--- config.mk ---
export PLATFORM = sky130hd
export DESIGN_NAME = serial_arith_unit
export DESIGN_NICKNAME = d
export VERILOG_FILES = /design/src/verilog/order_pkg.sv /design/src/verilog/timing_pkg.sv /design/src/verilog/accumulator_tank.sv /design/src/verilog/multiplicand_tank.sv /design/src/verilog/order_gates.sv /design/src/verilog/serial_arith_unit.sv /design/src/verilog/word_timer.sv
export VERILOG_INCLUDE_DIRS = /design/src /design/src/verilog
export SDC_FILE = /design/constraint.sdc
export NUM_CORES = 1
export LEC_CHECK = 0
export BUFFER_PORTS_ARGS = -buffer_cell sky130_fd_sc_hd__buf_2
export CORE_AREA = 2 2 87 89
export DETAILED_ROUTE_END_ITERATION = 8
export DIE_AREA = 0 0 89 91
export GPL_TIMING_DRIVEN = 1
export HOLD_SLACK_MARGIN = 0.15
export PLACE_DENSITY_LB_ADDON = 0.08
export SYNTH_ARGS = -nofsm -noshare
export SYNTH_HDL_FRONTEND = slang
export SYNTH_SLANG_ARGS = --single-unit
--- constraint.sdc ---
create_clock -name clk -period 6.1 [get_ports clk]
set_input_delay 0.61 -clock clk [delete_from_list [all_inputs] [get_ports clk]]
set_output_delay 0.61 -clock clk [all_outputs]
set_load 0.01 [all_outputs]
--- src/verilog/arith_cfg.svh ---
// Word and stage sizes shared by every tank and timer; the digit counter must hold STAGE_LEN - 1.
`ifndef ARITH_CFG_SVH
`define ARITH_CFG_SVH

// Bits in one machine word, sent LSB first.
`define ARITH_WORD_BITS 36

// Digit times in one stage.
// A stage is one full trip around a tank.
`define ARITH_STAGE_LEN `ARITH_WORD_BITS

// Width of the digit counter.
`define ARITH_DIGIT_W 6

// Index of the last digit in a stage, sized for the digit counter.
`define ARITH_LAST_DIGIT `ARITH_DIGIT_W'(`ARITH_STAGE_LEN - 1)

`endif

--- src/verilog/order_pkg.sv ---
// Order codes of the arithmetic path; only the six orders without fetch, multiply or shift exist.
`default_nettype none

package order_pkg;

  // Orders accepted by the word timer.
  // Every code but ORD_READ takes its operand from the main input bus.
  typedef enum logic [2:0] {
    ORD_CLEAR_ADD  = 3'd0,  // Accumulator takes the word.
    ORD_ADD        = 3'd1,  // Accumulator plus word.
    ORD_SUB        = 3'd2,  // Accumulator minus word.
    ORD_DOUBLE_ADD = 3'd3,  // Accumulator plus twice the word.
    ORD_TEST       = 3'd4,  // Sign test of the word.
    ORD_READ       = 3'd5   // Stream the accumulator out.
  } order_e;

endpackage : order_pkg

`default_nettype wire

--- src/verilog/timing_pkg.sv ---
// Main control stages; there is no single-step stage, so IDLE is the only state outside an order.
`default_nettype none

package timing_pkg;

  // Stage of the main control.
  // Each order runs Stage 1 then Stage 2, one word time each.
  typedef enum logic [1:0] {
    STG_IDLE = 2'd0,  // Waiting for an order.
    STG_ONE  = 2'd1,  // Stage 1, tanks prepare.
    STG_TWO  = 2'd2   // Stage 2, word passes through.
  } stage_e;

endpackage : timing_pkg

`default_nettype wire

--- src/verilog/accumulator_tank.sv ---
// The store only moves in Stage 2, so one Stage 2 is one full turn and the word stays aligned to digit 0.
`default_nettype none

`include "arith_cfg.svh"

module accumulator_tank (
  input  wire                          clk,
  input  wire                          rst_n,
  input  wire                          mcand,      // Serial operand, LSB first.
  input  wire                          stage2,     // Stage 2 of main control.
  input  wire                          acc_clear,  // Take operand alone.
  input  wire                          acc_sub,    // Subtract operand.
  input  wire                          acc_read,   // Recirculate for read-out.
  input  wire [`ARITH_DIGIT_W-1:0]     digit,      // Digit time.
  output logic                         acc_bit     // Bit leaving the tank.
);

  logic [`ARITH_WORD_BITS-1:0] acc_q;    // Delay line, bit 0 leaves first.
  logic                        carry_q;  // Carry between digits.
  logic                        op_bit;   // Operand after inversion.
  logic                        cin;      // Carry into this digit.
  logic                        sum_bit;
  logic                        cout;
  logic                        new_bit;  // Bit written at the top.

  // Two's complement subtract.
  // Invert the operand and add one at digit 0.
  assign op_bit = mcand ^ acc_sub;
  assign cin    = (digit == '0) ? acc_sub : carry_q;  // Carry preset at the word start.

  assign sum_bit = acc_q[0] ^ op_bit ^ cin;
  assign cout    = (acc_q[0] & op_bit) | (cin & (acc_q[0] ^ op_bit));

  always_comb begin
    if (acc_read) begin
      new_bit = acc_q[0];      // Unchanged.
    end else if (acc_clear) begin
      new_bit = mcand;         // Old content dropped.
    end else begin
      new_bit = sum_bit;       // ADD, SUB, DOUBLE_ADD, TEST.
    end
  end

  always_ff @(posedge clk or negedge rst_n) begin
    if (!rst_n) begin
      acc_q   <= '0;
      carry_q <= 1'b0;
    end else if (stage2) begin
      acc_q   <= {new_bit, acc_q[`ARITH_WORD_BITS-1:1]};
      carry_q <= cout;
    end
  end

  assign acc_bit = acc_q[0];  // LSB first during READ.

  // Gates for one order only.
  a_clear_sub : assert property (@(posedge clk) disable iff (!rst_n)
    !(acc_clear && acc_sub))
    else $error("Clear and subtract gates high together.");

endmodule : accumulator_tank

`default_nettype wire

--- src/verilog/multiplicand_tank.sv ---
// Store content outside Stage 2 is not meaningful; mcand is zero unless mcand_out or shift_out is set.
`default_nettype none

`include "arith_cfg.svh"

module multiplicand_tank (
  input  wire  clk,
  input  wire  rst_n,
  input  wire  mib,         // Main input bus bit.
  input  wire  mem_read,    // Order reads the bus.
  input  wire  stage1,      // Stage 1 of main control.
  input  wire  stage2,      // Stage 2 of main control.
  input  wire  clear_n,     // Low drops the recirculating word.
  input  wire  pre_shift,   // Store input via the one-digit delay.
  input  wire  mcand_out,   // Straight stream to the adder.
  input  wire  shift_out,   // Delayed stream to the adder.
  input  wire  sign_pulse,  // Sign digit strobe.
  output logic mcand,       // Serial operand.
  output logic sign_neg     // Word is negative.
);

  logic [`ARITH_WORD_BITS-1:0] store_q;  // Delay line, bit 0 leaves first.
  logic                        pp_q;     // One-digit pre-shift delay.
  logic                        mcand_in;
  logic                        mcand_ppi;
  logic                        mcand_ppo;

  assign mcand_in  = mib & stage2 & mem_read;                     // Bus word admitted.
  assign mcand_ppi = (store_q[0] & ~stage1 & clear_n) | mcand_in;  // Old word or bus.
  assign mcand_ppo = pre_shift ? pp_q : mcand_ppi;                 // Left-shift option.

  always_ff @(posedge clk or negedge rst_n) begin
    if (!rst_n) begin
      store_q <= '0;
      pp_q    <= 1'b0;
    end else begin
      if (stage1 | stage2) begin
        store_q <= {mcand_ppo, store_q[`ARITH_WORD_BITS-1:1]};  // Shift toward bit 0.
      end
      pp_q <= stage2 ? mcand_ppi : 1'b0;  // Zero at digit 0 of each word
    end
  end

  // Delayed stream doubles the word, top bit falls off.
  assign mcand    = (mcand_ppi & mcand_out) | (pp_q & shift_out);
  assign sign_neg = mcand_ppi & sign_pulse;

  // Pre-shift is only meaningful on a bus word.
  a_pre_shift_bus : assert property (@(posedge clk) disable iff (!rst_n)
    pre_shift |-> mem_read)
    else $error("Pre-shift without a bus order.");

endmodule : multiplicand_tank

`default_nettype wire

--- src/verilog/order_gates.sv ---
// Gates are registered from the predicted next digit, so they lag one digit only at the start of Stage 1.
`default_nettype none

`include "arith_cfg.svh"

module order_gates (
  input  wire                          clk,
  input  wire                          rst_n,
  input  wire timing_pkg::stage_e      stage,       // Stage from the timer.
  input  wire [`ARITH_DIGIT_W-1:0]     digit,       // Digit time from the timer.
  input  wire                          last_digit,  // Stage ends this cycle.
  input  wire order_pkg::order_e       cur_order,   // Order being run.
  output logic                         mem_read,    // Order takes a word from the bus.
  output logic                         stage1,      // Stage 1 gate.
  output logic                         stage2,      // Stage 2 gate.
  output logic                         clear_n,     // Low drops the old multiplicand.
  output logic                         pre_shift,   // Route store input through the delay.
  output logic                         mcand_out,   // Straight operand to the adder.
  output logic                         shift_out,   // Shifted operand to the adder.
  output logic                         sign_pulse,  // Sign digit strobe for TEST.
  output logic                         acc_clear,   // Accumulator takes operand alone.
  output logic                         acc_sub,     // Accumulator subtracts.
  output logic                         acc_read,    // Accumulator read-out.
  output logic                         mib_req,     // Bus word wanted now.
  output logic                         out_valid    // acc_bit is valid.
);

  timing_pkg::stage_e           nxt_stage;  // Stage in the next cycle.
  logic [`ARITH_DIGIT_W-1:0]    nxt_digit;  // Digit in the next cycle.
  logic                         busy_n;     // Order still running next cycle.
  logic                         two_n;      // Stage 2 next cycle.
  logic                         bus_n;      // Bus order next cycle.

  // Step the timer ahead by one digit.
  always_comb begin
    nxt_stage = stage;
    nxt_digit = digit + 1'b1;
    if (last_digit) begin
      nxt_digit = '0;
      nxt_stage = (stage == timing_pkg::STG_ONE) ? timing_pkg::STG_TWO
                                                 : timing_pkg::STG_IDLE;
    end
  end

  assign busy_n = (nxt_stage != timing_pkg::STG_IDLE);
  assign two_n  = (nxt_stage == timing_pkg::STG_TWO);
  assign bus_n  = busy_n && (cur_order != order_pkg::ORD_READ);

  always_ff @(posedge clk or negedge rst_n) begin
    if (!rst_n) begin
      mem_read   <= 1'b0;
      stage1     <= 1'b0;
      stage2     <= 1'b0;
      clear_n    <= 1'b1;
      pre_shift  <= 1'b0;
      mcand_out  <= 1'b0;
      shift_out  <= 1'b0;
      sign_pulse <= 1'b0;
      acc_clear  <= 1'b0;
      acc_sub    <= 1'b0;
      acc_read   <= 1'b0;
      mib_req    <= 1'b0;
      out_valid  <= 1'b0;
    end else begin
      mem_read   <= bus_n;                                          // All but READ.
      stage1     <= (nxt_stage == timing_pkg::STG_ONE);
      stage2     <= two_n;
      clear_n    <= ~(two_n & bus_n);                               // Bus word replaces store.
      pre_shift  <= two_n && (cur_order == order_pkg::ORD_DOUBLE_ADD);
      shift_out  <= two_n && (cur_order == order_pkg::ORD_DOUBLE_ADD);
      mcand_out  <= two_n && (cur_order == order_pkg::ORD_CLEAR_ADD ||
                              cur_order == order_pkg::ORD_ADD ||
                              cur_order == order_pkg::ORD_SUB);
      sign_pulse <= two_n && (cur_order == order_pkg::ORD_TEST) &&
                    (nxt_digit == `ARITH_LAST_DIGIT);              // Sign sits in the top digit.
      acc_clear  <= busy_n && (cur_order == order_pkg::ORD_CLEAR_ADD);
      acc_sub    <= busy_n && (cur_order == order_pkg::ORD_SUB);
      acc_read   <= busy_n && (cur_order == order_pkg::ORD_READ);
      mib_req    <= two_n & bus_n;
      out_valid  <= two_n && (cur_order == order_pkg::ORD_READ);
    end
  end

  // Each stage gate matches the timer stage, so the two never overlap.
  a_stage_excl : assert property (@(posedge clk) disable iff (!rst_n)
    (!stage1 || (stage == timing_pkg::STG_ONE)) &&
    (!stage2 || (stage == timing_pkg::STG_TWO)))
    else $error("Stage gate disagrees with the timer stage.");

endmodule : order_gates

`default_nettype wire

--- src/verilog/serial_arith_unit.sv ---
// No handshake; mib must be valid in every cycle of mib_req and acc_bit is only meaningful with out_valid.
`default_nettype none

`include "arith_cfg.svh"

module serial_arith_unit (
  input  wire                     clk,
  input  wire                     rst_n,
  input  wire                     order_valid,  // Order strobe.
  input  wire order_pkg::order_e  order,        // Order code.
  input  wire                     mib,          // Main input bus bit.
  output logic                    ready,        // Can accept an order.
  output logic                    mib_req,      // Bus bit wanted.
  output logic                    acc_bit,      // Accumulator bit, LSB first.
  output logic                    out_valid,    // READ data valid.
  output logic                    sign_neg      // TEST found a negative word.
);

  wire timing_pkg::stage_e           stage;
  wire [`ARITH_DIGIT_W-1:0]          digit;
  wire                               last_digit;
  wire order_pkg::order_e            cur_order;
  wire                               mem_read;
  wire                               stage1;
  wire                               stage2;
  wire                               clear_n;
  wire                               pre_shift;
  wire                               mcand_out;
  wire                               shift_out;
  wire                               sign_pulse;
  wire                               acc_clear;
  wire                               acc_sub;
  wire                               acc_read;
  wire                               mcand;       // Operand stream into the adder.

  word_timer timer0 (
    .clk         (clk),
    .rst_n       (rst_n),
    .order_valid (order_valid),
    .order       (order),
    .stage       (stage),
    .digit       (digit),
    .last_digit  (last_digit),
    .cur_order   (cur_order),
    .ready       (ready)
  );

  order_gates gates0 (
    .clk        (clk),
    .rst_n      (rst_n),
    .stage      (stage),
    .digit      (digit),
    .last_digit (last_digit),
    .cur_order  (cur_order),
    .mem_read   (mem_read),
    .stage1     (stage1),
    .stage2     (stage2),
    .clear_n    (clear_n),
    .pre_shift  (pre_shift),
    .mcand_out  (mcand_out),
    .shift_out  (shift_out),
    .sign_pulse (sign_pulse),
    .acc_clear  (acc_clear),
    .acc_sub    (acc_sub),
    .acc_read   (acc_read),
    .mib_req    (mib_req),
    .out_valid  (out_valid)
  );

  multiplicand_tank mcand0 (
    .clk        (clk),
    .rst_n      (rst_n),
    .mib        (mib),
    .mem_read   (mem_read),
    .stage1     (stage1),
    .stage2     (stage2),
    .clear_n    (clear_n),
    .pre_shift  (pre_shift),
    .mcand_out  (mcand_out),
    .shift_out  (shift_out),
    .sign_pulse (sign_pulse),
    .mcand      (mcand),
    .sign_neg   (sign_neg)
  );

  accumulator_tank acc0 (
    .clk       (clk),
    .rst_n     (rst_n),
    .mcand     (mcand),
    .stage2    (stage2),
    .acc_clear (acc_clear),
    .acc_sub   (acc_sub),
    .acc_read  (acc_read),
    .digit     (digit),
    .acc_bit   (acc_bit)
  );

endmodule : serial_arith_unit

`default_nettype wire

--- src/verilog/word_timer.sv ---
// Orders are taken only in IDLE; an order_valid seen while busy is dropped without any flag.
`default_nettype none

`include "arith_cfg.svh"

module word_timer (
  input  wire                          clk,
  input  wire                          rst_n,
  input  wire                          order_valid,  // One-cycle order strobe.
  input  wire order_pkg::order_e       order,        // Sampled with order_valid.
  output timing_pkg::stage_e           stage,        // Current stage.
  output logic [`ARITH_DIGIT_W-1:0]    digit,        // Digit time within the stage.
  output logic                         last_digit,   // Final digit of a stage.
  output order_pkg::order_e            cur_order,    // Order being executed.
  output logic                         ready         // Idle and able to accept.
);

  timing_pkg::stage_e           stage_q;      // Stage register.
  logic [`ARITH_DIGIT_W-1:0]    digit_q;      // Digit counter.
  order_pkg::order_e            cur_order_q;  // Latched order.
  logic                         accept;       // Order taken this edge.

  assign ready      = (stage_q == timing_pkg::STG_IDLE);
  assign accept     = order_valid & ready;
  assign last_digit = (stage_q != timing_pkg::STG_IDLE) && (digit_q == `ARITH_LAST_DIGIT);

  always_ff @(posedge clk or negedge rst_n) begin
    if (!rst_n) begin
      stage_q <= timing_pkg::STG_IDLE;
      digit_q <= '0;
    end else if (accept) begin
      stage_q <= timing_pkg::STG_ONE;                   // Stage 1 starts at digit 0.
      digit_q <= '0;
    end else if (last_digit) begin
      digit_q <= '0;
      stage_q <= (stage_q == timing_pkg::STG_ONE) ? timing_pkg::STG_TWO
                                                  : timing_pkg::STG_IDLE;
    end else if (stage_q != timing_pkg::STG_IDLE) begin
      digit_q <= digit_q + 1'b1;                        // Next digit time.
    end
  end

  // Order register only loads on acceptance.
  always_ff @(posedge clk) begin
    if (accept) begin
      cur_order_q <= order;
    end
  end

  assign stage     = stage_q;
  assign digit     = digit_q;
  assign cur_order = cur_order_q;

  // A stage is exactly one word long.
  a_digit_range : assert property (@(posedge clk) disable iff (!rst_n)
    digit_q <= `ARITH_LAST_DIGIT)
    else $error("Digit counter passed the last digit.");

endmodule : word_timer

`default_nettype wire
==> qor.yml, run 1 <==
synth-warning-count: 0
cts_buffers: 9
nets: 287
period_minus_slack_ns: 2.352
fill_cells: 603
max_cap_viol_count: 0
r2r_cells: 9
arrival_ns: 2.60
path_delay_family: "compound AO/OA/AOI/OAI gates"
grt_pass1_vias: 1972
peakVddDrop_mv: 0.1917
min_path_cells: 1
worst_slew_pin_slew_ns: 0.8724
track_usage_pct: 14.06
drtAntennaViolNets: 0
hold_path_class: "in -> reg"
clk_path_buf_depth: 2
relSlewSlack_pct: 41.84
synth_seq_cells: 97
synth_cells: 260
initial_core_util_pct: 53.91
ys_top_cells_by_area: "dfrtp_1 (60%), mux2_2 (21%), edfxtp_1 (2.3%)"
tns_ns: 0
core_region_area_sq_mm: 0.007137
crit_fanout: 42
cts_tree: "done"
p_switching_uw: 465.6
path_cells: "buf_4 -> nand3_1 -> o21ai_0 -> a22o_1 -> xor2_1 -> fa_1 -> nor2_1 -> o211ai_1 -> o221a_2"
power_uw: 1617
drt_pass1_iterations: 4
required_ns: 6.35
root_buffer: "clkbuf_8"
area_growth_pct: 10.02
antenna_cells: 0
dp_hpwl_mm: 3.158
final_common_cell: "dfrtp_1"
routedWlPerCell_um: 13.26
cellPowerDensity_mw_per_mm2: 382.1
status: "finished clean"
avgSynthCellArea_sq_um: 14.80
grt_first_pass_wirelength_mm: 8.783
place_congestion: 0.8156
yosysSeqAreaShare_pct: 63.51
fp.dieW_um: 89
ys.flop_type: "dfrtp_1"
crit_buf_inv: 1
ys_types: 41
synth.cell_area_sq_mm: 0.003847
path_clk_slew_ns: 0.09
drt-initial-drc-count: 55
internal_power_uw: 1152
cts_sinks: 97
synth.net_count: 271
dieArea_sq_mm: 0.008099
setup_violations: 0
synth_top_cell_by_area: "dfrtp_1"
wirelength_mm: 5.038
setup.worst_path.class: "reg -> reg"
fin_worst_skew_ns: 0.007069
multi_input_area_sq_mm: 0.001335
htreeDepth: 3
switching_share_pct: 28.79
grt_max_degree: 74
slew_violations: 0
grt_antenna_before_repair: 0
slowest_delay_ns: 0.44
clock_latency_ns: 0.36
die_h_um: 91
io_pins: 12
drive_above_1_share_pct: 39.86
portBuffers: 11
critPathLaunchType: "flop"
vias_per_cell: 5.213
cpMaxStageDelayCell: "fa_1"
layout_common_cells: "dfrtp_1 (93), mux2_2 (72), o21ai_0 (10), buf_2 (10)"
num_rows: 31
drc: 0
ys_async_sr_fraction_pct: 96.91
finalCritPeriodShare_pct: 38.56
rsz0062_at_grt: "no"
cp_num_cells: 9
grt_overflow: 0
pwr-share-clk_pct: 28.3
yosys.area.top_type_share_pct: 60.49
dr_total_vias: 1981
critPathCaptureType: "flop"
seqPwrFrac_pct: 51.7
max_freq_mhz: 425.1
combPwrFrac_pct: 20.0
synth-edff-count: 3
hold_viol: 0
leakage_uw: 0.002077
seq_area_sq_mm: 0.002444
[cell type report]
class | count | area share [%]
flip-flops and latches | 97 | 57.73
inverters | 4 | 0.3547
repair buffers | 15 | 2.128
clock inverters | 7 | 2.394
well taps | 99 | 2.926
clock buffers | 9 | 2.926
multi-input cells | 149 | 31.54
[final timing paths]
check / from / endpoint / slack, ns
setup / recovery: gates0.stage2 / acc0.acc_q[35] / 3.75
hold / removal: order[2] / timer0.cur_order[2] / 0.42
setup reg to reg: gates0.stage2 / acc0.acc_q[35] / 3.75
hold reg to reg: mcand0.store_q[35] / mcand0.store_q[35] / 0.50
max in group asynchronous: rst_n / mcand0.store_q[28] / 4.29
min in group asynchronous: rst_n / mcand0.store_q[6] / 0.66
[worst reg2reg max path, cell delays in order, from the launching register on]
cell and delay (ns):
dfrtp_1 0.33, buf_4 0.41, nand3_1 0.11, o21ai_0 0.17, a22o_1 0.22, xor2_1 0.20, fa_1 0.44, nor2_1 0.11
o211ai_1 0.09, o221a_2 0.16
[power groups by stage]
stage / logic (uW) / registers [uW] / clock network [uW]
4_1_cts: 330 / 837 / 475
3_3_place_gp: 321 / 845 / 0
5_1_grt: 362 / 854 / 501
6_report: 323 / 836 / 458
3_5_place_dp: 328 / 849 / 0
2_1_floorplan: 285 / 817 / 0
[logic make-up after synthesis]
group	synth area share (%)
buffers and inverters	1.788
adders and majority gates	1.496
xor gates and xnor gates	0.6831
muxes	21.69
DFF	63.51
AOI/OAI and AO/OA	3.480
and+or+nand+nor	7.350
[state kept, by name (all words and copies together), names as in the netlist, 2 cells and up]
register,count
mcand0.store_q,36
timer0.digit,6
acc0.acc_q,36
timer0.stage,2
timer0.cur_order,3
[synthesized netlist by cell type, types with 2 or more instances]
master	number
buf_2	4
xor2_1	3
nand3_1	6
mux2_2	72
clkbuf_1	3
o21ai_0	10
nor2b_1	3
and3_1	2
buf_4	3
a21o_1	2
nor2_2	2
inv_1	4
dfrtp_1	93
a21oi_1	2
and2_1	3
nand2_1	6
nor2_1	9
nand2b_1	2
edfxtp_1	3
o31ai_1	2
ha_1	3
nand3b_1	4
[metrics by stage]
stage	hold slack [ns]	util (%)	instance area, sq um	cells	setup slack, ns
after floorplan	0.3144	-	3847	260	4.026
after global placement	0.4601	56.01	3998	363	3.785
after detailed placement	0.4860	56.01	3998	363	3.711
after CTS	0.4053	59.31	4233	380	3.700
after global routing	0.4034	59.31	4233	380	3.532
final	0.4238	59.31	4233	380	3.748
[metal layers]
metal  up-vias  GRT usage (%)  share of wire [%]
li1        946              -                  -
met1      1007          18.61                 48
met2        18          21.14                 47
met3        10          4.182                2.6
met4         0          6.716                2.3
met5         -              0                  0
[what timing repair did]
item / CTS / global route
setup buffers: 0 / 0
resized for setup: 0 / 0
hold buffers: 1 / 0
endpoints found under the hold margin: 21 / 0
No activity file was read; power rests on OpenSTA's default activity.
==> run 2, diff against run 1 <==
- clock period: 6.1 -> 2 ns (I/O delays scaled with it)
==> qor.yml, run 2 (synthesis gave the netlist of run 1 again) <==
critPathCaptureType: "flop"
final_common_cell: "dfrtp_1"
grt_busiest_layer: "met2"
required_ns: 2.24
dr_total_vias: 2016
worst_slew_pin_slew_ns: 0.5019
finalCritPeriodShare_pct: 98.21
path_cells: "nand2_2 -> o21ai_2 -> a22o_1 -> xor2_2 -> fa_1 -> nor2_1 -> o211ai_1 -> o221a_2"
hold_viol: 0
switching_share_pct: 28.97
hold-worst-slack_ns: 0.3135
max_cap_viol_count: 0
drtAntennaViolNets: 0
layout_common_cells: "dfrtp_1 (93), mux2_2 (71), buf_4 (13)"
fill_cells: 581
period_minus_slack_ns: 1.964
cp_num_cells: 8
path_clk_slew_ns: 0.09
cts_sinks: 97
cpMaxStageDelayCell: "dfstp_2"
clock_latency_ns: 0.35
grt_first_pass_wirelength_mm: 9.308
internal_power_uw: 3546
setup_violations: 0
grt_use_met3_pct: 5.091
num_rows: 31
wirelength_mm: 5.172
initial_core_util_pct: 53.91
crit_fanout: 2
relSlewSlack_pct: 66.54
leakage_uw: 0.002151
r2r_cells: 8
cp-endpoint: "acc0.acc_q[35]"
crit_buf_inv: 0
critical_path.startpoint: "gates0.clear_n"
core_region_area_sq_mm: 0.007137
vias_per_cell: 5.104
hold_path_class: "in -> async"
r2r_slack_ns: 0.04
track_usage_pct: 14.84
fp.dieW_um: 89
path_delay_family: "compound AO/OA/AOI/OAI gates"
rr_endpoint: "acc0.acc_q[35]"
status: "finished clean"
critPathLaunchType: "flop"
met1_usage_pct: 20.37
combPwrFrac_pct: 25.2
drt_pass1_iterations: 4
cts_buffers: 9
arrival_ns: 2.21
grt_antenna_before_repair: 0
io_pins: 12
routedWlPerCell_um: 13.09
grt_overflow: 0
root_buffer: "clkbuf_8"
power_uw: 4993
drive_above_1_share_pct: 44.26
slew_violations: 0
die_h_um: 91
reg2reg_from: "gates0.clear_n"
area_growth_pct: 14.15
clk_path_buf_depth: 2
antenna_cells: 0
drc: 0
max_freq_mhz: 509.1
setup.worst_path.class: "reg -> reg"
rsz0062_at_grt: "yes"
cellPowerDensity_mw_per_mm2: 1137
portBuffers: 11
seqPwrFrac_pct: 50.1
cts_tree: "done"
p_switching_uw: 1447
gr-usage-met2_pct: 22.08
place_congestion: 0.8016
drt-initial-drc-count: 60
grt_max_degree: 44
dieArea_sq_mm: 0.008099
dp_hpwl_mm: 3.311
pwr-share-clk_pct: 24.7
slowest_delay_ns: 0.54
peakVddDrop_mv: 0.6554
grt_pass1_vias: 2050
nets: 302
fin_worst_skew_ns: 0.007978
htreeDepth: 3
## run 2: changes by cell type in the layout (fill, tap and decap cells not counted), moves of 2 or more
cell,before,now
buf_4,4,13
dlygate4sd3_1,1,5
buf_12,0,2
clkbuf_1,0,2
clkinv_4,0,2
clkinvlp_4,2,0
ha_1,3,1
inv_1,4,2
inv_2,0,2
nor2_1,9,7
nor2_2,2,4
## run 2: stage by stage
step | cell area [sq um] | util, % | instances | setup WS, ns | TNS [ns]
after floorplan | 3847 | - | 260 | 0.06240 | 0
after global placement | 4090 | 57.31 | 372 | 0.02659 | 0
after detailed placement | 4090 | 57.31 | 372 | -0.01399 | -0.01399
after CTS | 4338 | 60.78 | 393 | 0.008670 | 0
after global routing | 4392 | 61.54 | 395 | -0.06152 | -0.06152
final | 4392 | 61.54 | 395 | 0.03587 | 0
## run 2: final cells by class
class                           instances  area (sq um)  area share, %
Clock inverter                          5         62.56          1.425
Inverter                                4         15.01         0.3419
Clock buffer                           11         131.4          2.991
Tap cell                               99         123.9          2.821
Sequential cell                        97          2444          55.64
Timing Repair Buffer                   30         237.7          5.413
Multi-Input combinational cell        149          1378          31.37
## run 2: worst min-delay path by stage
| stage | start | cells after the start | to |
|---|---|---|---|
| final | rst_n | 2 | mcand0.store_q[15] |
| after global routing | rst_n | 2 | mcand0.store_q[16] |
| after CTS | rst_n | 2 | mcand0.store_q[16] |
| after detailed placement | rst_n | 1 | mcand0.store_q[16] |
| after global placement | rst_n | 1 | mcand0.store_q[15] |
| after floorplan | rst_n | 0 | acc0.acc_q[0] |
## run 2: power groups by stage
stage / Clock [uW] / Combinational [uW] / Sequential, uW
detailed placement: 0 / 1180 / 2530
global route: 1380 / 1400 / 2560
global placement: 0 / 1170 / 2520
CTS: 1290 / 1200 / 2490
floorplan: 0 / 869 / 2490
finish: 1230 / 1260 / 2500
## run 2: repair_timing
action,CTS,global route
hold buffers,5,0
buffers inserted,0,2
resized for setup,1,11
hold endpoints to repair,34,0
pin swaps,2,5
endpoints found under the setup margin,1,1
## run 2: layer usage
metal / wire, um / vias up
li1: - / 979
met1: 2493 / 1012
met2: 2442 / 19
met3: 168 / 6
met4: 68 / 0
met5: 0 / -
